===== config.mk =====
export PLATFORM = sky130hd
export DESIGN_NAME = rf
export DESIGN_NICKNAME = d
export VERILOG_FILES = /design/src/design/cpu_pkg.sv /design/src/design/rf.sv
export SDC_FILE = /design/constraint.sdc
export NUM_CORES = 2
export LEC_CHECK = 0
export BUFFER_PORTS_ARGS = -buffer_cell sky130_fd_sc_hd__buf_2
export CELL_PAD_IN_SITES_DETAIL_PLACEMENT = 1
export CELL_PAD_IN_SITES_GLOBAL_PLACEMENT = 1
export CORE_MARGIN = 5
export CORE_UTILIZATION = 50
export CTS_CLUSTER_SIZE = 16
export DETAILED_ROUTE_END_ITERATION = 12
export HOLD_SLACK_MARGIN = 0.06
export PLACE_DENSITY_LB_ADDON = 0.1
export REMOVE_ABC_BUFFERS = 1
export SYNTH_ARGS = -nofsm -noshare
export SYNTH_HDL_FRONTEND = slang
export SYNTH_SLANG_ARGS = --single-unit
export TNS_END_PERCENT = 5

===== constraint.sdc =====
create_clock -name clk -period 2.35 [get_ports clk]
set_clock_uncertainty 0.1 [all_clocks]
set_input_delay 0.1175 -clock clk [delete_from_list [all_inputs] [get_ports clk]]
set_output_delay 0.1175 -clock clk [all_outputs]
set_load 0.02 [all_outputs]

===== src/design/cpu_pkg.sv =====
package cpu_pkg;

    localparam int XLEN = 64;

    typedef logic [XLEN-1:0] xlen_t;
    typedef logic [31:0]     instr_t;
    typedef logic [4:0]      reg_idx_t;
    typedef logic [7:0]      wmask_t;

    typedef enum logic [2:0] {
        ALU_ADD,
        ALU_SUB,
        ALU_AND,
        ALU_OR,
        ALU_XOR,
        ALU_SLT,
        // Passes operand 2 through for LUI
        ALU_PASS_B
    } alu_op_t;

    typedef enum logic [1:0] {
        BR_NONE,
        BR_BEQ,
        BR_BNE,
        BR_JAL
    } br_type_t;

    // WORD is the 32-bit width of SW
    typedef enum logic [1:0] {
        MW_BYTE,
        MW_WORD,
        MW_DOUBLE
    } mem_width_t;

    typedef enum logic [1:0] {
        FS_IDLE,
        FS_REQ,
        FS_WAIT
    } fetch_state_t;

    // Major opcodes of the kept subset
    localparam logic [6:0] OP_LUI    = 7'b0110111;
    localparam logic [6:0] OP_IMM    = 7'b0010011;
    localparam logic [6:0] OP_REG    = 7'b0110011;
    localparam logic [6:0] OP_BRANCH = 7'b1100011;
    localparam logic [6:0] OP_JAL    = 7'b1101111;
    localparam logic [6:0] OP_STORE  = 7'b0100011;

endpackage

===== src/design/rf.sv =====
module rf (
    input  logic              clk,
    input  logic              rst_n,
    input  cpu_pkg::reg_idx_t rs1,
    input  cpu_pkg::reg_idx_t rs2,
    output cpu_pkg::xlen_t    rs1_data,
    output cpu_pkg::xlen_t    rs2_data,
    input  logic              wen,
    input  cpu_pkg::reg_idx_t wdst,
    input  cpu_pkg::xlen_t    wdata
);
    cpu_pkg::xlen_t regs [32];

    // x0 is hardwired to zero
    assign rs1_data = (rs1 == '0) ? '0 : regs[rs1];
    assign rs2_data = (rs2 == '0) ? '0 : regs[rs2];

    always_ff @(posedge clk or negedge rst_n) begin
        if (!rst_n) begin
            for (int i = 0; i < 32; i++) begin
                regs[i] <= '0;
            end
        end else if (wen && wdst != '0) begin
            regs[wdst] <= wdata;
        end
    end

endmodule


---- Word-level counts from Yosys, hierarchy flattened ----
Index checks and enable logic that the tools add are counted.
storage, ports and cells
  input bits .............................. 82
  output and inout bits ................... 128
  flip-flop bits (word level) ............. 2048
  memories ................................ 0
  bits in latches ......................... 0
  logic and storage cells ................. 55
  bits in writable memories ............... 0
  ROM bits ................................ 0
operators by class
  div/mod/pow operators ................... 0
  equal/unequal tests ..................... 0
  bitwise logic cells ..................... 3
  order comparisons ....................... 4
  muxes and demuxes ....................... 11
  $mul .................................... 0
  shifts and indexed selects .............. 0
  $add $sub $neg .......................... 0
  reductions and logical operators ........ 5
operator list
  operator                                                                       number
  2048-bit bitwise mux                                                           1
  64-bit binary-select mux with 5-bit select                                     2
  64-bit two-way mux                                                             7
  64-bit demux with 5-bit select                                                 1
  6-bit >= comparator (second input constant)                                    3
  5-bit NOT with 6-bit output                                                    3
  5-bit logical NOT                                                              2
  6-bit by 1-bit less-than comparator with 1-bit output (second input constant)  1
  5-bit nonzero test                                                             1
  1-bit logical AND                                                              2

---- Longest topological paths before layout ----
  depth in word-level cells ............... 6
  depth in mapped cells ................... 10
  depth with buffers taken out ............ 4

---- Least setup slack after synthesis ----
No wires, ideal clock.
  path kind ............................... input to output
  from .................................... in rs2[0]
  to ...................................... out rs2_data[43]
  stages on the path ...................... 9
  path buffers ............................ 6
  path slack .............................. 0.086 ns
  data required time ...................... 2.132 ns
  data arrival time ....................... 2.047 ns
  cell sequence ........................... buf_2 buf_6 buf_6 buf_6 buf_6 clkbuf_1 mux2i_1 mux2i_1 a221oi_1
between the ends
  longest elaborated chain between the ends .. 5
  elaborated cells between the ends (all ways) .. 6
  those cells by class .................... mux (4); bitwise (1); reduce/logical (1)
ends and longest elaborated chain
  what                                                    line      RTL
  start, declared                                         rf.sv:5   input cpu_pkg::reg_idx_t rs2,
  5-bit NOT with 6-bit output (not written as such)       rf.sv:16  assign rs2_data = (rs2 == '0) ? '0 : regs[rs2];
  64-bit binary-select mux with 5-bit select              rf.sv:16
  64-bit two-way mux (not written as such) (2 in series)  rf.sv:16
  64-bit two-way mux *                                    rf.sv:16
  end, declared                                           rf.sv:7   output cpu_pkg::xlen_t rs2_data,
Every way passes the cells marked *; elsewhere a longest branch is shown, timed or not. The select of a mux whose other input is x is not followed.

---- Worst setup path after layout ----
  from .................................... reg regs[1816] (netlist name)
  to ...................................... out rs1_data[24]
between the ends
  longest elaborated chain between the ends .. 4
ends and longest elaborated chain
  what                                                    line      RTL
  start, declared                                         rf.sv:12  cpu_pkg::xlen_t regs [32];
  start signal, assigned by index                         rf.sv:24  regs[wdst] <= wdata;
  64-bit binary-select mux with 5-bit select              rf.sv:15  assign rs1_data = (rs1 == '0) ? '0 : regs[rs1];
  64-bit two-way mux (not written as such) (2 in series)  rf.sv:15
  64-bit two-way mux                                      rf.sv:15
  end, declared                                           rf.sv:6   output cpu_pkg::xlen_t rs1_data,
Every way passes these cells. The select of a mux whose other input is x is not followed.

==> flow_metrics.py <==
metrics = {
    "floorplan": {
        "ios": 210,
        "core_um2": 215000,
        "die_height_um": 475,
        "std_cell_rows": 170,
        "die_w_um": 475,
        "initial_core_util_pct": 50.3,
        "die_area_um2": 226000,
    },
    "timing": {
        "hold_viol_final": 0,
        "slew_violations": 0,
        "tightest_slew_ps": 967,
        "slew_headroom_pct": 35.3,
        "timing.final.crit_share_pct": 125,
        "rsz0062_at_grt": "true",
        "setup_viol": 128,
        "period_minus_slack_ps": 2940,
        "max_freq_mhz": 340,
        "tns_ps": -50730,
        "setup_ws_ps": -595,
    },
    "global_route": {
        "grt_first_pass_wirelength_um": 549000,
        "grt.overflow.total": 0,
        "grt_pass1_vias": 76400,
        "antenna_found_initial": 19,
        "grtUsageTotal_pct": 33.2,
        "grt_max_degree": 134,
    },
    "synth": {
        "synth_edf_count": 0,
        "syn_area_um2": 108000,
        "ys_ff_latch": 2048,
        "synth_cell_type_count": 49,
        "ys.flop_type": "dfrtp_1",
        "syn_inst": 6934,
        "yosys_warnings": 0,
        "avgSynthCellArea_um2": 15.6,
        "ys_seq_area_share_pct": 47.4,
        "netlist.area_leader.share_pct": 47.4,
        "synth_area_leaders": "dfrtp_1, mux4_2, mux2_2",
        "synthArstFlopShare_pct": 100,
        "synth_top_cell_by_area": "dfrtp_1",
    },
    "route": {
        "initialDrtViolationCount": 5699,
        "drc": 0,
        "first_pass_iters": 5,
        "vias": 69700,
        "dr_wl_met2_um": 180000,
        "wl_met1_um": 156000,
        "drtAntennaViolNets": 0,
        "wl_um": 371000,
        "vias_per_cell": 6.73,
        "detail_route.wl_per_cell_um": 35.8,
        "highest_layer": "met5",
        "wl_met3_um": 21800,
    },
    "setup_path": {
        "cp_num_cells": 5,
        "crit_buf_inv": 1,
        "cp_data_arrival_time_ps": 2730,
        "slowest_stage": "or4_4",
        "r2r_end": "regs[1252]",
        "cp_cell_sequence": "mux4_2 > mux2i_2 > nor2_1 > or4_4 > buf_6",
        "cp_data_required_time_ps": 2130,
        "r2r_setup_slack_ps": 1320,
        "crit_path_start_kind": "flop",
        "cp_slowest_stage_delay_ps": 580,
        "endpoint_kind": "primary output",
        "r2r-start": "regs[1252]",
        "cp_top_family": "multiplexers",
        "crit_fanout": 3,
        "critPathKind": "flop to primary output",
        "ff2ff_path_depth": 2,
    },
    "clocking": {
        "clock_sinks": 2048,
        "cts_tree": "yes",
        "cts_made_buffers": 222,
        "clk_latency_ps": 870,
        "cts_buffer_depth": 3,
        "clk_pin_slew_ps": 60,
        "h-tree-depth": 4,
        "cts_root_buf": "clkbuf_16",
    },
    "pwr": {
        "pwr_density_cell_nw_per_um2": 852,
        "power_mw": 108,
        "p_leak_nw": 56.1,
        "irDropWorstVdd_mv": 0.736,
    },
    "layout": {
        "utilization_pct": 59.2,
        "top_regs": "regs: 2048 flops",
        "largest_reg_flops": 2048,
        "regMostFlops": "regs",
        "drive_gt1_share_pct": 56.5,
        "final-seq-area_um2": 51200,
        "fin_nets": 7404,
        "multi_input_area_um2": 54200,
        "fillCellCount": 19100,
        "synthToLayoutAreaGrowth_pct": 17.7,
    },
    "run_status": {
        "status": "finished with violations",
        "violations": "negative setup slack",
    },
    "hold_path": {
        "min_path_type": "flop to flop",
        "worstHoldEndpoint": "regs[2015]",
        "hold_start": "regs[2015]",
        "hold_depth": 0,
    },
    "placement": {
        "port_buffers": 209,
        "hpwl_um": 233000,
        "gp_congestion": 0.832,
    },
    "run": {
        "max-cap-violations": 0,
    },
}
stage by stage:
stage               worst slack [ps]  cells  hold WS (ps)  instance area [um^2]
floorplan                      -1400   6123          -278                104000
global placement                -328   9842         -24.6                118000
detailed placement              -310   9842         -31.2                118000
CTS                             -641  10300           265                127000
global route                    -695  10400           280                127000
finish                          -595  10400           273                127000
logic make-up (layout without fill, tap and decap cells):
kind of cell	Yosys count	in the layout	share of synthesized area [%]
AO/OA/AOI/OAI	409	409	2.81
buffers and inverters	813	1390	3.38
flip-flops	2048	2048	47.4
multiplexers	3403	3403	45.1
other	0	10	0
AND/OR/NAND/NOR	261	261	1.33
cells in the mapped netlist (4+ instances only):
cell / n
o32a_1: 4
a31o_1: 10
a211oi_1: 14
buf_6: 18
o22ai_1: 126
or3_1: 9
a211o_1: 14
a21o_1: 6
buf_2: 259
nor2_2: 12
nand2b_1: 9
nor2b_1: 43
nand3_1: 4
o221ai_1: 6
a22o_1: 58
buf_4: 38
or2_1: 39
mux2i_1: 396
o22a_1: 42
nor2_1: 36
nor4_1: 10
clkbuf_1: 459
dfrtp_1: 2048
nor3_1: 24
and2_1: 5
buf_1: 37
nand2_1: 43
mux2_2: 1828
a2111oi_0: 12
mux4_2: 971
nand3b_1: 4
mux2_1: 208
nor3b_1: 8
o21ai_0: 45
a221oi_1: 53
a21oi_1: 11
or4_1: 6
placed cells by master, fill, tap and decap left out, types with 31 or more instances in the layout:
cell type,count
dfrtp_1,2048
mux2_2,1821
mux4_2,971
buf_4,465
mux2i_1,378
buf_12,245
clkbuf_16,229
mux2_1,208
buf_2,148
o22ai_1,118
dlygate4sd3_1,72
a22o_1,58
clkbuf_8,55
clkinv_2,45
o22a_1,42
clkbuf_1,42
nor2b_1,39
buf_6,38
or2_1,37
a221oi_2,37
nor2_1,31
per-layer routing:
| metal | vias to the layer above | track usage [%] |
|---|---|---|
| li1 | 27800 | - |
| met1 | 38800 | 45.9 |
| met2 | 2389 | 53.8 |
| met3 | 689 | 5.59 |
| met4 | 6 | 11.2 |
| met5 | - | 0 |
worst max path at each step:
stage / from / end
final: regs[1816] / rs1_data[24]
after global placement: rs1[0] / rs1_data[31]
after detailed placement: rs1[0] / rs1_data[0]
after global routing: regs[1048] / rs1_data[24]
after CTS: regs[1252] / rs2_data[36]
after floorplan: wdst[4] / regs[1024]
power by group:
group          switching, mW  internal (mW)
clock network           15.2           22.4
registers               5.22           42.0
logic                   9.63           14.0
area by class of cell:
type                       count  area share, %
tap                         2838           2.79
multi-input combinational   4073           42.6
sequential                  2048           40.3
clock buffer                 325           5.21
inverter                       2        0.00786
antenna                       10         0.0197
timing repair buffer         975           8.16
clock inverter                88          0.928
timing repair:
action	CTS	global route
hold endpoints to repair	4032	0
hold buffers	73	0
setup endpoints to repair	128	128
cloned	0	0
gates resized for setup	227	48
setup buffers	14	8
pin swaps	77	23
Note: power is estimated with default switching activity, not from simulation.
