File: config.mk
export PLATFORM = sky130hd
export DESIGN_NAME = ifp
export DESIGN_NICKNAME = d
export VERILOG_FILES = /design/src/design/cpu_pkg.sv /design/src/design/ifp.sv
export SDC_FILE = /design/constraint.sdc
export NUM_CORES = 1
export LEC_CHECK = 0
export BUFFER_PORTS_ARGS = -buffer_cell sky130_fd_sc_hd__buf_2
export CORE_MARGIN = 4
export CORE_UTILIZATION = 35
export CTS_CLUSTER_SIZE = 16
export DETAILED_ROUTE_END_ITERATION = 10
export SLEW_MARGIN = 20
export SYNTH_ARGS = -nofsm -noshare
export SYNTH_HDL_FRONTEND = slang
export SYNTH_SLANG_ARGS = --single-unit
File: constraint.sdc
create_clock -name clk -period 7.5 [get_ports clk]
set_input_delay 0.375 -clock clk [delete_from_list [all_inputs] [get_ports clk]]
set_output_delay 0.375 -clock clk [all_outputs]
set_load 0.02 [all_outputs]
File: src/design/cpu_pkg.sv
package cpu_pkg;

    localparam int XLEN = 64;

    typedef logic [XLEN-1:0] xlen_t;
    typedef logic [31:0]     instr_t;
    typedef logic [4:0]      reg_idx_t;
    typedef logic [7:0]      wmask_t;

    typedef enum logic [2:0] {
        ALU_ADD,
        ALU_SUB,
        ALU_AND,
        ALU_OR,
        ALU_XOR,
        ALU_SLT,
        // Passes operand 2 through for LUI
        ALU_PASS_B
    } alu_op_t;

    typedef enum logic [1:0] {
        BR_NONE,
        BR_BEQ,
        BR_BNE,
        BR_JAL
    } br_type_t;

    // WORD is the 32-bit width of SW
    typedef enum logic [1:0] {
        MW_BYTE,
        MW_WORD,
        MW_DOUBLE
    } mem_width_t;

    typedef enum logic [1:0] {
        FS_IDLE,
        FS_REQ,
        FS_WAIT
    } fetch_state_t;

    // Major opcodes of the kept subset
    localparam logic [6:0] OP_LUI    = 7'b0110111;
    localparam logic [6:0] OP_IMM    = 7'b0010011;
    localparam logic [6:0] OP_REG    = 7'b0110011;
    localparam logic [6:0] OP_BRANCH = 7'b1100011;
    localparam logic [6:0] OP_JAL    = 7'b1101111;
    localparam logic [6:0] OP_STORE  = 7'b0100011;

endpackage
File: src/design/ifp.sv
module ifp #(
    parameter cpu_pkg::xlen_t RESET_PC = '0
) (
    input  logic            clk,
    input  logic            rst_n,
    // Instruction memory
    output cpu_pkg::xlen_t  im_req_addr,
    output logic            im_req_valid,
    input  logic            im_req_ready,
    input  cpu_pkg::instr_t im_resp_rdata,
    input  logic            im_resp_valid,
    // Redirect from the integer pipe
    input  logic            pc_override,
    input  cpu_pkg::xlen_t  new_pc,
    // Decoder side
    input  logic            stall,
    output cpu_pkg::xlen_t  dec_pc,
    output cpu_pkg::instr_t dec_instr,
    output logic            dec_valid
);
    cpu_pkg::fetch_state_t state;
    cpu_pkg::xlen_t        next_pc;
    logic                  discard;
    logic                  resp_take;
    logic                  buf_free;

    assign im_req_valid = (state == cpu_pkg::FS_REQ);
    // Response is dropped if flushed now or earlier
    assign resp_take = (state == cpu_pkg::FS_WAIT) && im_resp_valid && !discard && !pc_override;
    // Only fetch when the buffer is sure to be empty at response time
    assign buf_free = !dec_valid || !stall || pc_override;

    always_ff @(posedge clk or negedge rst_n) begin
        if (!rst_n) begin
            state     <= cpu_pkg::FS_IDLE;
            next_pc   <= RESET_PC;
            discard   <= 1'b0;
            dec_valid <= 1'b0;
        end else begin
            if (pc_override)
                next_pc <= new_pc;
            else if (resp_take)
                next_pc <= im_req_addr + 64'd4;

            case (state)
                cpu_pkg::FS_IDLE: if (buf_free) state <= cpu_pkg::FS_REQ;
                cpu_pkg::FS_REQ:  if (im_req_ready) state <= cpu_pkg::FS_WAIT;
                cpu_pkg::FS_WAIT: if (im_resp_valid) state <= cpu_pkg::FS_IDLE;
                default:          state <= cpu_pkg::FS_IDLE;
            endcase

            // Flush with a request still pending or in flight
            if (state == cpu_pkg::FS_WAIT && im_resp_valid)
                discard <= 1'b0;
            else if (pc_override && state != cpu_pkg::FS_IDLE)
                discard <= 1'b1;

            if (pc_override)
                dec_valid <= 1'b0;
            else if (resp_take)
                dec_valid <= 1'b1;
            else if (!stall)
                dec_valid <= 1'b0;
        end
    end

    always_ff @(posedge clk) begin
        if (state == cpu_pkg::FS_IDLE && buf_free)
            im_req_addr <= pc_override ? new_pc : next_pc;
        if (resp_take) begin
            dec_pc    <= im_req_addr;
            dec_instr <= im_resp_rdata;
        end
    end

    // Memory must never answer without an accepted request
    assert property (@(posedge clk) disable iff (!rst_n)
        im_resp_valid |-> state != cpu_pkg::FS_IDLE);

endmodule

* Word-level counts from Yosys, hierarchy flattened
Index checks and enable logic that the tools add are counted.
** Cells by class
- $add $sub $neg :: 1
- $mul :: 0
- Divide/modulo/power cells :: 0
- Order comparisons :: 0
- Equality and inequality tests :: 6
- Shift-type cells :: 0
- Multiplexer cells :: 12
- Bitwise gates (word level) :: 0
- Reductions and logical operators :: 16
** Operators with widths (count)
- $mux W64 :: 3
- $add A64 B3 Y64 const B :: 1
- $mux W2 :: 3
- $pmux W2 S3 :: 1
- $reduce_bool A2 Y1 :: 3
- $logic_and A1 B1 Y1 :: 5
- $mux W1 :: 5
- $logic_not A1 Y1 :: 4
- $ne A2 B2 Y1 const B :: 2
- $ne A3 B2 Y1 const B :: 1
- $reduce_and A3 Y1 :: 1
- $eq A2 B1 Y1 const B :: 1
- $eq A2 B2 Y1 const B :: 1
- $logic_not A2 Y1 :: 1
- $logic_or A1 B1 Y1 :: 2
- $ne A2 B1 Y1 const B :: 1
** Word-level totals
- Register bits :: 228
- Latch bits :: 0
- Bits in writable memories :: 0
- ROM bits :: 0
- Bits of input ports :: 102
- Output and inout port bits :: 162
- Logic and storage cells :: 42
- Memories kept :: 0

* Logic depth before layout (Yosys ltp)
- Depth in word-level cells :: 6
- Mapped depth :: 8
- Depth with buffers taken out :: 7

* Worst setup path before layout
Ideal clock, no wire load.
- Path kind :: input port to flip-flop
- Start point :: input pc_override
- End point :: register im_req_addr[0] (enable)
- Setup time :: 567 ps
- Arrival time :: 5359 ps
- Data required time :: 6933 ps
- Setup slack :: 1574 ps
- Cell stages on the path :: 4
- Path buffers :: 2
- Cells stage by stage :: clkbuf_1 clkbuf_1 nor2_1 nor3_1
** Between the ends
- Word-level cells in the longest chain between the ends :: 2
** RTL lines
- from (decl) :: RTL line ifp.sv:13 : input logic pc_override,
- $logic_or A1 B1 Y1 :: RTL line ifp.sv:31 : assign buf_free = !dec_valid || !stall || pc_override;
- $logic_and A1 B1 Y1 :: RTL line ifp.sv:68 : if (state == cpu_pkg::FS_IDLE && buf_free)
- to (signal assigned) :: RTL line ifp.sv:69 : im_req_addr <= pc_override ? new_pc : next_pc;
- to (decl) :: RTL line ifp.sv:7 : output cpu_pkg::xlen_t im_req_addr,
No other way between the ends.
A chain may end at the register's enable or synchronous reset.

* Worst setup path in the final report
- Start point :: register state[0]
- End point :: register dec_pc[7] (enable)
** Between the ends
- Word-level cells in the longest chain between the ends :: 4
** RTL lines
- from (decl) :: RTL line ifp.sv:21 : cpu_pkg::fetch_state_t state;
- from (signal assigned) :: RTL line ifp.sv:35 : state <= cpu_pkg::FS_IDLE;
- from (signal assigned) :: RTL line ifp.sv:46 : cpu_pkg::FS_IDLE: if (buf_free) state <= cpu_pkg::FS_REQ;
- from (signal assigned) :: RTL line ifp.sv:47 : cpu_pkg::FS_REQ: if (im_req_ready) state <= cpu_pkg::FS_WAIT;
- $eq A2 B2 Y1 :: RTL line ifp.sv:29 : assign resp_take = (state == cpu_pkg::FS_WAIT) && im_resp_valid && !discard && !pc_override;
- $logic_and A1 B1 Y1 (3 in series) :: RTL line ifp.sv:29
- to (signal assigned) :: RTL line ifp.sv:71 : dec_pc <= im_req_addr;
- to (decl) :: RTL line ifp.sv:17 : output cpu_pkg::xlen_t dec_pc,
No other way between the ends.

==> metrics <==
register area share after synthesis=66.5%; final hold vios=6; GRT Total Usage=16.4%; Hold Crit Class=in2async; antenna-violating nets left=0; crit end category=register; status=complete, but fails checks; clock transition at the registers of the reported paths=0.06 ns; CP required=7.65 ns; Chip Width=175 um; final setup TNS=0 ns; period utilisation layout=44.5%; combinational power share=20.5%; io pins=264; Root Buffer=clkbuf_16; worst r2r src=state[0]$_DFFE_PN0P_; final setup vio count=0; main flop type after synthesis=edfxtp_1; flop2flop setup slack=4.16 ns; CTS resizes=0; total congestion overflow=0; clock power share=31.3%; Int Pwr=0.00268 W; sw power=0.00131 W; Num CTS Buffers=27; most common cell after layout, fill and taps aside=buf_2; via count=7061; Worst Skew=0.0163 ns; failing checks=negative hold slack; NumNets Final=1188; FP Rows=60; Max Cap Violations=0; placed cells=1408; startpoint types=register; Clock Path Buffers=3; Worst R2R Path Depth=6; via density per instance=4.78; Crit Path Class=reg2reg; postcts setup bufs=0; fill count=2579; hold_ws=-0.00786 ns; clk_lat worst skew=0.53 ns; GP Congestion=0.771; Post-Syn Instances=800; Avg Cell Area, Syn=12.2 um^2; Sw Share=32.8%; # diodes=0; Max Clock Freq=300 MHz; PortBufs=263; vias in the first global route=7231; WL/cell=17.5 um; DP HPWL=17500 um; Peak supply drop=0.188 mV; Post-Syn Nets=903; Layout Area Growth over Synthesis=28.4%; core area=27300 um^2; most frequent cells in the layout=buf_2 (261), edfxtp_1 (160), nand2_1 (119); Max Fanout on Critical Path=61; Warnings, synthesis=0; relative slew slack=26.7%; asr flop ratio synth=29.8%; Slew @ Worst Pin=1.10 ns; synth unique cells=44; number of flops mapped to enable cells by yosys=160; die area=30700 um^2; CTS tree=yes; RSZ-0062 raised after global routing=no; final WL=25900 um; arrival time worst endpoint=3.49 ns; initial core utilization=35.9%; first drt pass iteration count=5; PwrDens=318 nW/um^2; DRC Markers=0; leakage=5.20 nW; hold buffers post-CTS=18; capturing point of the worst reg2reg path=dec_pc[7]$_DFFE_PP_; Netlist Area Pre-Place=9780 um^2; Iter 0 DRT Violations=418; share of cells above drive strength 1=31.6%; Slew Limit Fails=0; Die H=175 um; largest net degree at the start of global routing=95; post-route minimum period=3.34 ns; Non-Filler Instances=1478; first-pass GRT wire length=40400 um; initial antenna violation count=6; Seq pwr share=48.2%; synthesis-stage register bit count=228; H-tree level count=1; Sink Count=228
[cells in the mapped netlist (18+ instances only)]
cell	count	area [um^2]
edfxtp_1	160	4800
nand2_1	119	447
o21ai_0	83	415
dfrtp_1	68	1700
inv_1	61	229
xnor2_1	33	289
nor2_1	31	116
clkbuf_1	29	109
a21oi_1	28	140
xor2_1	22	193
a22o_1	20	175
nand4_1	18	113
[critical path, stage by stage, from the launching register on]
cell,delay [ns]
dfrtp_1,0.46
nor4bb_4,0.30
buf_4,0.50
nand2b_1,0.10
buf_4,0.23
inv_4,0.56
buf_4,0.73
[through the flow]
step	setup slack, ns	total power, W	area (um^2)	util (%)	hold WS, ns
6_report	4.16	0.00399	12600	46.1	-0.00786
4_1_cts	4.14	0.00405	12500	46.0	0.00140
3_5_place_dp	4.11	0.00277	11500	42.2	0.488
2_1_floorplan	1.57	0.00241	9780	-	0.0794
5_1_grt	3.88	0.00420	12600	46.1	0.000103
3_3_place_gp	4.16	0.00276	11500	42.2	0.480
[flip-flops by register name (all words and copies together) (netlist names)]
| register | count |
|---|---|
| discard | 1 |
| im_req_addr | 64 |
| dec_pc | 64 |
| dec_instr | 32 |
| next_pc | 64 |
| dec_valid | 1 |
| state | 2 |
[layout make-up]
type                            count  area (um^2)  share of cell area, %
Multi-Input combinational cell    476         2910                   23.2
Timing Repair Buffer              291         1580                   12.6
Clock inverter                     13         90.1                  0.718
Clock buffer                       37          763                   6.08
Inverter                           61          231                   1.84
Tap cell                          372          465                   3.71
Sequential cell                   228         6510                   51.8
[power by group through the flow]
stage | Sequential [W] | Clock, W | Combinational [W]
after floorplan | 0.00206 | 0 | 0.000347
after global placement | 0.00194 | 0 | 0.000817
after detailed placement | 0.00195 | 0 | 0.000820
after CTS | 0.00193 | 0.00129 | 0.000832
after global routing | 0.00196 | 0.00134 | 0.000898
final | 0.00192 | 0.00125 | 0.000817
[metal layers]
layer	GRT usage, %	vias to the layer above	share of wire, %
met1	22.4	3342	44
met3	4.07	38	7.6
met5	0	-	0.27
met2	27.0	230	46
li1	-	3441	-
met4	3.27	10	1.6
[cell families after synthesis]
family,Yosys count,synth area share (%)
muxes,12,1.38
buffers and inverters,96,3.92
AOI/OAI and AO/OA,163,9.85
adders and majority gates,1,0.128
DFF,228,66.5
xor gates and xnor gates,55,4.93
and+or+nand+nor,245,13.3
[worst max-delay path by stage]
| stage | startpoint | to |
|---|---|---|
| floorplan | pc_override | im_req_addr[0]$_DFFE_PP_ |
| global placement | im_resp_valid | dec_instr[20]$_DFFE_PP_ |
| detailed placement | im_resp_valid | dec_instr[17]$_DFFE_PP_ |
| CTS | state[0]$_DFFE_PN0P_ | dec_pc[7]$_DFFE_PP_ |
| global route | state[0]$_DFFE_PN0P_ | dec_pc[7]$_DFFE_PP_ |
| finish | state[0]$_DFFE_PN0P_ | dec_pc[7]$_DFFE_PP_ |
No activity file was read; power rests on OpenSTA's default activity.
