--- src/design/cpu_pkg.sv ---
package cpu_pkg;

    localparam int XLEN = 64;

    typedef logic [XLEN-1:0] xlen_t;
    typedef logic [31:0]     instr_t;
    typedef logic [4:0]      reg_idx_t;
    typedef logic [7:0]      wmask_t;

    typedef enum logic [2:0] {
        ALU_ADD,
        ALU_SUB,
        ALU_AND,
        ALU_OR,
        ALU_XOR,
        ALU_SLT,
        // Passes operand 2 through for LUI
        ALU_PASS_B
    } alu_op_t;

    typedef enum logic [1:0] {
        BR_NONE,
        BR_BEQ,
        BR_BNE,
        BR_JAL
    } br_type_t;

    // WORD is the 32-bit width of SW
    typedef enum logic [1:0] {
        MW_BYTE,
        MW_WORD,
        MW_DOUBLE
    } mem_width_t;

    typedef enum logic [1:0] {
        FS_IDLE,
        FS_REQ,
        FS_WAIT
    } fetch_state_t;

    // Major opcodes of the kept subset
    localparam logic [6:0] OP_LUI    = 7'b0110111;
    localparam logic [6:0] OP_IMM    = 7'b0010011;
    localparam logic [6:0] OP_REG    = 7'b0110011;
    localparam logic [6:0] OP_BRANCH = 7'b1100011;
    localparam logic [6:0] OP_JAL    = 7'b1101111;
    localparam logic [6:0] OP_STORE  = 7'b0100011;

endpackage
--- src/design/dec.sv ---
module dec (
    input  logic                clk,
    input  logic                rst_n,
    input  cpu_pkg::xlen_t      dec_pc,
    input  cpu_pkg::instr_t     dec_instr,
    input  logic                dec_valid,
    output logic                stall,
    input  logic                pipe_flush,
    // Register file read
    output cpu_pkg::reg_idx_t   rs1,
    output cpu_pkg::reg_idx_t   rs2,
    input  cpu_pkg::xlen_t      rs1_data,
    input  cpu_pkg::xlen_t      rs2_data,
    // Bypass from the execute result register
    input  cpu_pkg::reg_idx_t   fwd_dst,
    input  cpu_pkg::xlen_t      fwd_data,
    input  logic                fwd_valid,
    input  logic                lsp_busy,
    // Integer pipe issue
    output logic                ip_valid,
    output cpu_pkg::xlen_t      ip_pc,
    output cpu_pkg::reg_idx_t   ip_dst,
    output logic                ip_wb_en,
    output cpu_pkg::alu_op_t    ip_alu_op,
    output cpu_pkg::xlen_t      ip_operand1,
    output cpu_pkg::xlen_t      ip_operand2,
    output cpu_pkg::br_type_t   ip_br_type,
    output cpu_pkg::xlen_t      ip_br_offset,
    output cpu_pkg::xlen_t      ip_rs1_val,
    output cpu_pkg::xlen_t      ip_rs2_val,
    // Store pipe issue
    output logic                st_valid,
    output cpu_pkg::xlen_t      st_base,
    output cpu_pkg::xlen_t      st_offset,
    output cpu_pkg::xlen_t      st_source,
    output cpu_pkg::mem_width_t st_width
);
    logic [6:0]          opcode;
    logic [2:0]          funct3;
    logic                funct7_ok;
    cpu_pkg::xlen_t      imm_i, imm_s, imm_b, imm_u, imm_j, imm;
    logic                wb_en, b_imm, is_store;
    cpu_pkg::alu_op_t    alu_op;
    cpu_pkg::br_type_t   br_type;
    cpu_pkg::mem_width_t width;
    // Issue register contents that feed the output bypass
    cpu_pkg::reg_idx_t   q_rs1, q_rs2;
    cpu_pkg::xlen_t      q_r1, q_r2, q_imm;
    logic                q_b_imm;

    function automatic cpu_pkg::xlen_t fwd(input cpu_pkg::reg_idx_t idx,
                                           input cpu_pkg::xlen_t val);
        if (fwd_valid && idx != '0 && idx == fwd_dst)
            return fwd_data;
        return val;
    endfunction

    assign opcode    = dec_instr[6:0];
    assign funct3    = dec_instr[14:12];
    assign rs1       = dec_instr[19:15];
    assign rs2       = dec_instr[24:20];
    assign funct7_ok = (dec_instr[31:25] == 7'b0) ||
                       (dec_instr[31:25] == 7'b0100000 && funct3 == 3'b000);

    assign imm_i = {{52{dec_instr[31]}}, dec_instr[31:20]};
    assign imm_s = {{52{dec_instr[31]}}, dec_instr[31:25], dec_instr[11:7]};
    assign imm_b = {{51{dec_instr[31]}}, dec_instr[31], dec_instr[7],
                    dec_instr[30:25], dec_instr[11:8], 1'b0};
    assign imm_u = {{32{dec_instr[31]}}, dec_instr[31:12], 12'b0};
    assign imm_j = {{43{dec_instr[31]}}, dec_instr[31], dec_instr[19:12],
                    dec_instr[20], dec_instr[30:21], 1'b0};

    // Anything unrecognized falls through as a no-op on the integer pipe
    always_comb begin
        alu_op   = cpu_pkg::ALU_ADD;
        br_type  = cpu_pkg::BR_NONE;
        width    = cpu_pkg::MW_DOUBLE;
        wb_en    = 1'b0;
        b_imm    = 1'b1;
        is_store = 1'b0;
        imm      = imm_i;
        case (opcode)
            cpu_pkg::OP_LUI: begin
                alu_op = cpu_pkg::ALU_PASS_B;
                imm    = imm_u;
                wb_en  = 1'b1;
            end
            cpu_pkg::OP_IMM: begin
                wb_en = 1'b1;
                case (funct3)
                    3'b000:  alu_op = cpu_pkg::ALU_ADD;
                    3'b100:  alu_op = cpu_pkg::ALU_XOR;
                    3'b110:  alu_op = cpu_pkg::ALU_OR;
                    3'b111:  alu_op = cpu_pkg::ALU_AND;
                    default: wb_en = 1'b0;
                endcase
            end
            cpu_pkg::OP_REG: begin
                wb_en = funct7_ok;
                b_imm = 1'b0;
                case (funct3)
                    3'b000:  alu_op = dec_instr[30] ? cpu_pkg::ALU_SUB : cpu_pkg::ALU_ADD;
                    3'b010:  alu_op = cpu_pkg::ALU_SLT;
                    3'b100:  alu_op = cpu_pkg::ALU_XOR;
                    3'b110:  alu_op = cpu_pkg::ALU_OR;
                    3'b111:  alu_op = cpu_pkg::ALU_AND;
                    default: wb_en = 1'b0;
                endcase
            end
            cpu_pkg::OP_BRANCH: begin
                imm = imm_b;
                if (funct3 == 3'b000)
                    br_type = cpu_pkg::BR_BEQ;
                else if (funct3 == 3'b001)
                    br_type = cpu_pkg::BR_BNE;
            end
            cpu_pkg::OP_JAL: begin
                imm     = imm_j;
                br_type = cpu_pkg::BR_JAL;
                wb_en   = 1'b1;
            end
            cpu_pkg::OP_STORE: begin
                imm      = imm_s;
                is_store = (funct3 == 3'b000) || (funct3 == 3'b010) || (funct3 == 3'b011);
                if (funct3 == 3'b000)
                    width = cpu_pkg::MW_BYTE;
                else if (funct3 == 3'b010)
                    width = cpu_pkg::MW_WORD;
            end
            default: ;
        endcase
    end

    // Back-pressure from the store pipe
    assign stall = dec_valid && is_store && lsp_busy;

    always_ff @(posedge clk or negedge rst_n) begin
        if (!rst_n) begin
            ip_valid <= 1'b0;
            st_valid <= 1'b0;
        end else begin
            ip_valid <= dec_valid && !pipe_flush && !is_store;
            st_valid <= dec_valid && !pipe_flush && !stall && is_store;
        end
    end

    always_ff @(posedge clk) begin
        if (dec_valid && !stall) begin
            ip_pc      <= dec_pc;
            ip_dst     <= dec_instr[11:7];
            ip_wb_en   <= wb_en;
            ip_alu_op  <= alu_op;
            ip_br_type <= br_type;
            st_width   <= width;
            q_rs1      <= rs1;
            q_rs2      <= rs2;
            q_r1       <= fwd(rs1, rs1_data);
            q_r2       <= fwd(rs2, rs2_data);
            q_imm      <= imm;
            q_b_imm    <= b_imm;
        end
    end

    // Second bypass catches the instruction issued just before this one
    assign ip_rs1_val   = fwd(q_rs1, q_r1);
    assign ip_rs2_val   = fwd(q_rs2, q_r2);
    assign ip_operand1  = ip_rs1_val;
    assign ip_operand2  = q_b_imm ? q_imm : ip_rs2_val;
    assign ip_br_offset = q_imm;
    assign st_base      = ip_rs1_val;
    assign st_offset    = q_imm;
    assign st_source    = ip_rs2_val;

    assert property (@(posedge clk) disable iff (!rst_n) !(ip_valid && st_valid));

endmodule

--- config.mk ---
export PLATFORM = sky130hd
export DESIGN_NAME = dec
export DESIGN_NICKNAME = d
export VERILOG_FILES = /design/src/design/cpu_pkg.sv /design/src/design/dec.sv
export SDC_FILE = /design/constraint.sdc
export NUM_CORES = 1
export LEC_CHECK = 0
export ABC_CLOCK_PERIOD_IN_PS = 5050
export BUFFER_PORTS_ARGS = -buffer_cell sky130_fd_sc_hd__buf_4
export CORE_AREA = 8 8 348 350
export DETAILED_ROUTE_END_ITERATION = 8
export DIE_AREA = 0 0 356 358
export PLACE_DENSITY_LB_ADDON = 0.25
export SLEW_MARGIN = 20
export SYNTH_ARGS = -nofsm -noshare
export SYNTH_HDL_FRONTEND = slang
export SYNTH_SLANG_ARGS = --single-unit
--- constraint.sdc ---
create_clock -name clk -period 5.05 [get_ports clk]
set_input_delay 0.505 -clock clk [delete_from_list [all_inputs] [get_ports clk]]
set_output_delay 0.505 -clock clk [all_outputs]
set_load 0.02 [all_outputs]
-- Yosys cells after proc, flatten, opt, wreduce, memory -nomap -nowiden
Index checks and enable logic that the tools add are counted.
- flip-flop bits (word level): 250
- input bits: 299
- output and inout bits: 602
- logic and storage cells: 95
- equality and inequality tests: 17
- muxes and demuxes: 30
- bitwise gates (word level): 1
- reductions and logical operators: 32
- operator list (kind ; count):
    64-bit two-way mux ; 9
    31-bit one-hot mux with 4 select lines ; 1
    7-bit by 6-bit == test with 1-bit output, second input constant ; 4
    5-bit == test ; 4
    5-bit nonzero test ; 4
    3-bit one-hot mux with 3 select lines ; 2
    1-bit logical AND ; 16
    3-bit one-hot mux with 5 select lines ; 1
    7-bit == test, second input constant ; 2
    1-bit two-way mux ; 11
    3-bit == test, second input constant ; 3
    2-bit two-way mux ; 4
    7-bit by 5-bit == test with 1-bit output, second input constant ; 1
    7-bit logical NOT ; 1
    3-bit by 2-bit == test with 1-bit output, second input constant ; 2
    5-bit OR reduction ; 1
    2-bit one-hot mux with 2 select lines ; 1
    2-bit OR reduction ; 2
    4-bit OR reduction ; 1
    3-bit by 1-bit == test with 1-bit output, second input constant ; 1
    1-bit logical NOT ; 3
    3-bit logical NOT ; 1
    1-bit logical OR ; 3
    1-bit one-hot mux with 3 select lines ; 1
    1-bit NOT ; 1

-- Logic depth before layout (Yosys ltp)
- depth in word-level cells: 10
- mapped depth: 8

-- Worst setup path after synthesis
No wires, ideal clock.
- path type: input-to-reg
- from: in dec_instr[5]
- to: reg ip_alu_op[0] (enable)
- library setup time: 1239 ps
- arrival time: 18827 ps
- required time: 3811 ps
- setup slack: -15016 ps
- cell stages on the path: 4
- path buffers: 0
- cell sequence: nor2b_1 -> nand4_1 -> a2111oi_2 -> a21boi_0
- word-level cells in the longest chain between the ends: 6
- RTL lines (item ; RTL line ; text):
    start: declaration ; dec.sv:5 ; input cpu_pkg::instr_t dec_instr,
    7-bit by 6-bit == test with 1-bit output ; dec.sv:82 ; case (opcode)
    1-bit two-way mux ; dec.sv:82 ;
    1-bit logical AND (2 in series) ; dec.sv:135 ; assign stall = dec_valid && is_store && lsp_busy;
    1-bit logical NOT ; dec.sv:148 ; if (dec_valid && !stall) begin
    1-bit logical AND ; dec.sv:148 ;
    end signal: assignment ; dec.sv:152 ; ip_alu_op <= alu_op;
    end: declaration ; dec.sv:24 ; output cpu_pkg::alu_op_t ip_alu_op,
Every way passes these cells.
A chain may end at the register's enable or synchronous reset.

-- Worst setup path after layout
- from: reg q_rs2[1]
- to: out st_source[19]
- word-level cells in the longest chain between the ends: 5
- elaborated cells between the ends (all ways): 6
- RTL lines (item ; RTL line ; text):
    start: declaration ; dec.sv:47 ; cpu_pkg::reg_idx_t q_rs1, q_rs2;
    start signal: assignment ; dec.sv:156 ; q_rs2 <= rs2;
    5-bit nonzero test ; dec.sv:53 ; if (fwd_valid && idx != '0 && idx == fwd_dst)
    1-bit logical AND ; dec.sv:53 ;
    1-bit logical AND * ; dec.sv:53 ;
    1-bit two-way mux * ; dec.sv:53 ;
    64-bit two-way mux * ; dec.sv:55 ; return val;
    end: declaration ; dec.sv:35 ; output cpu_pkg::xlen_t st_source,
Mark *: on every way between the ends. The rest lies on a longest branch, timed or not.

==> impl_metrics.toml <==
[sta]
timing.setup.tns_ns = 0
worst-slew-pin-transition_ns = 1.083
rsz_0062_raised_after_global_routing = "no"
finalCritPeriodShare_pct = 79.18
maxClockFrequency_mhz = 250.1
setup_viol_count_final = 0
timing.final.hold_violations = 0
maxSlewViolCount = 0
finalCriticalPeriod_ns = 3.998
worst_slew_margin_rel_pct = 27.80

[synthesis]
yosys_register_bits = 250
area_fraction_in_compound_gates_after_synthesis_pct = 9.294
post_syn_nets = 1546
ys_dominant_reg_cell = "sky130_fd_sc_hd__edfxtp_1"
yosys.area_share.adder_pct = 0
netlist.top_cell.by_area = "sky130_fd_sc_hd__edfxtp_1"
synth-simple-area-share_pct = 6.485
yosysSeqAreaShare_pct = 49.50
netlist.area_leader.share_pct = 49.17
async_reset_ff_share_pct = 0.8000
post_synth_inst_count = 1247
post_synth.cell_area_avg_um2 = 12.14
synth_area_um2 = 15140
synth_cell_types = 46
synth_edf_count = 248
synthMuxAreaShare_pct = 15.52
yosys_warnings = 0
synth_xor_area_share_pct = 0.9253
synth_top_cells_by_area = "sky130_fd_sc_hd__edfxtp_1 (49%), sky130_fd_sc_hd__buf_4 (15%), sky130_fd_sc_hd__mux2_2 (11%)"
synth_top_family_by_area = "buffers and inverters"

[setup_path]
timing.critical_path.from = "q_rs2[1]"
crit_path_max_incr_delay_ns = 0.60
cp_max_fo = 23
timing.critical_path.cells = "xnor2_1 -> nand3_4 -> buf_12 -> o31ai_1 -> nand2_1 -> buf_4"
worstPathRequired_ns = 4.55
crit_path_end = "st_source[19]"
timing.critical_path.arrival_ns = 3.49
path_class = "reg2out"
critPathCaptureType = "output pin"
crit_path_start_kind = "flip-flop"
cpMaxStageDelayCell = "sky130_fd_sc_hd__o31ai_1"

[floorplan]
dieArea_um2 = 127400
chipHeight_um = 358
die_width_um = 356
starting_density_pct = 13.12
core.rowCount = 125
io_pins = 901
core_um2 = 115400

[grt]
track_usage_pct = 13.80
grt_max_degree = 85
grt_overflow = 0
first_pass_grt_wire_length_mm = 122.4
first_global_vias = 13720
antenna_found_initial = 18

[layout]
layout-area-overhead-vs-synth_pct = 50.16
post_route_cells_drive_above_1_share_pct = 64.12
final_design_area_no_fill_um2 = 22740
final_cell_mix = "sky130_fd_sc_hd__buf_4 (928), sky130_fd_sc_hd__edfxtp_1 (248), sky130_fd_sc_hd__mux2_2 (142)"
nNetsFinal = 2143
fill_cells = 12690
final_common_cell = "sky130_fd_sc_hd__buf_4"

[pwr]
leakagePower_nw = 9.357
power_density_nw_per_um2 = 324.7
worst_ir_drop_vdd_mv = 0.2262
total_power_w = 0.007385

[detailed_routing]
initialDrtViolationCount = 998
wl_per_cell_um = 27.86
router_iterations_before_antenna_repair = 6
ant_nets = 0
vias_per_cell = 3.772
totalWireLength_mm = 94.84
drcViolationCount = 0
vias = 12840

[cts]
clkSinkCount = 250
ctsRootBufferMaster = "sky130_fd_sc_hd__clkbuf_16"
cts_htree_levels = 2
cts-buffers-inserted = 37
clockBufferDepth = 3
cts_tree = "yes"
path_clk_slew_ns = 0.06

[placement]
placed_area_um2 = 21600
place.port_buffers = 900
gp_congestion = 0.8153
dp_hpwl_mm = 75.23

[outcome]
run_status = "finished clean"

[job]
max-cap-violations = 0

[min_path]
hold_class = "in2reg"
[logic make-up (layout without fill, tap and decap cells)]
logic type / after synthesis / after routing
AOI/OAI and AO/OA: 198 / 198
and+or+nand+nor: 194 / 194
buffers and inverters: 397 / 1020
xor gates and xnor gates: 16 / 16
DFF: 250 / 250
muxes: 192 / 192
other: 0 / 10
[registers in the layout (all words and copies together), names as in the netlist, 2 cells and up]
signal        flops
ip_br_type        2
ip_pc            64
q_rs2             5
st_width          2
ip_alu_op         3
q_r2             64
ip_dst            5
ip_br_offset     32
q_rs1             5
q_r1             64
[cell usage after synthesis (2+ instances only)]
cell	count
sky130_fd_sc_hd__and4_1	3
sky130_fd_sc_hd__xor2_1	6
sky130_fd_sc_hd__edfxtp_1	248
sky130_fd_sc_hd__buf_4	300
sky130_fd_sc_hd__o21ai_0	20
sky130_fd_sc_hd__a21boi_0	2
sky130_fd_sc_hd__a21o_1	20
sky130_fd_sc_hd__a41oi_1	11
sky130_fd_sc_hd__nor4_1	5
sky130_fd_sc_hd__nor2b_1	10
sky130_fd_sc_hd__nand3_1	5
sky130_fd_sc_hd__and3_1	4
sky130_fd_sc_hd__a31oi_1	54
sky130_fd_sc_hd__o31ai_1	65
sky130_fd_sc_hd__a2bb2oi_1	11
sky130_fd_sc_hd__nor3_1	2
sky130_fd_sc_hd__clkbuf_1	39
sky130_fd_sc_hd__buf_2	13
sky130_fd_sc_hd__mux2_2	142
sky130_fd_sc_hd__mux2_4	50
sky130_fd_sc_hd__xnor2_1	10
sky130_fd_sc_hd__nand2b_1	2
sky130_fd_sc_hd__buf_1	10
sky130_fd_sc_hd__inv_1	17
sky130_fd_sc_hd__dfrtp_1	2
sky130_fd_sc_hd__nand4_1	57
sky130_fd_sc_hd__buf_6	18
sky130_fd_sc_hd__nand2_1	69
sky130_fd_sc_hd__a21oi_1	6
sky130_fd_sc_hd__or2_2	3
sky130_fd_sc_hd__nor2_1	28
[worst min path at each step]
stage,slack [ns],end,start,cells after the start
after floorplan,0.21,ip_valid,rst_n,0
after global placement,0.29,ip_valid,rst_n,1
after detailed placement,0.29,st_valid,rst_n,1
after CTS,0.04,ip_valid,pipe_flush,2
after global routing,0.06,ip_pc[18],dec_pc[18],1
final,0.1,ip_valid,pipe_flush,2
[worst max-delay path, delay by kind of cell (launching register included)]
| kind | cells | cell delay, ns |
|---|---|---|
| buffers and inverters | 2 | 0.64 |
| and+or+nand+nor | 2 | 0.86 |
| xor gates and xnor gates | 1 | 0.35 |
| AOI/OAI and AO/OA | 1 | 0.60 |
| DFF | 1 | 0.42 |
[where the power goes]
| part | switching, W | leakage [nW] | internal (W) |
|---|---|---|---|
| sequential | 0.000105 | 2.45 | 0.00247 |
| clock | 0.00108 | 0.551 | 0.00143 |
| combinational | 0.00141 | 6.35 | 0.000888 |
[per-stage QoR]
stage	setup slack, ns	std cells	hold WS [ns]	utilization [%]
after floorplan	-0.4691	1247	0.2094	-
after global placement	1.302	3326	0.2907	18.68
after detailed placement	1.409	3328	0.2910	18.71
after CTS	0.9080	3394	0.03756	19.68
after global routing	0.8100	3394	0.05559	19.68
final	1.052	3404	0.09644	19.70
[timing repair]
action	in CTS	in global routing
hold buffers	1	0
hold endpoints to repair	2	0
resized for setup	0	0
buffers inserted	0	0
[per-layer routing]
metal / vias to the layer above / GRT usage [%] / share of wire [%]
met1: 6442 / 16.74 / 41
met3: 99 / 5.406 / 9.3
met5: - / 0 / 0.057
met2: 700 / 22.56 / 47
li1: 5590 / - / -
met4: 8 / 4.061 / 2.9
[cell type report]
class	instances	area [um^2]	share of cell area (%)
Antenna cell	10	25.02	0.1100
Clock buffer	39	933.4	4.105
Clock inverter	26	171.4	0.7538
Inverter	17	66.31	0.2916
Multi-Input combinational cell	600	4981	21.90
Sequential cell	250	7497	32.97
Tap cell	1524	1907	8.385
Timing Repair Buffer	938	7159	31.48
No activity file was read; power rests on OpenSTA's default activity.
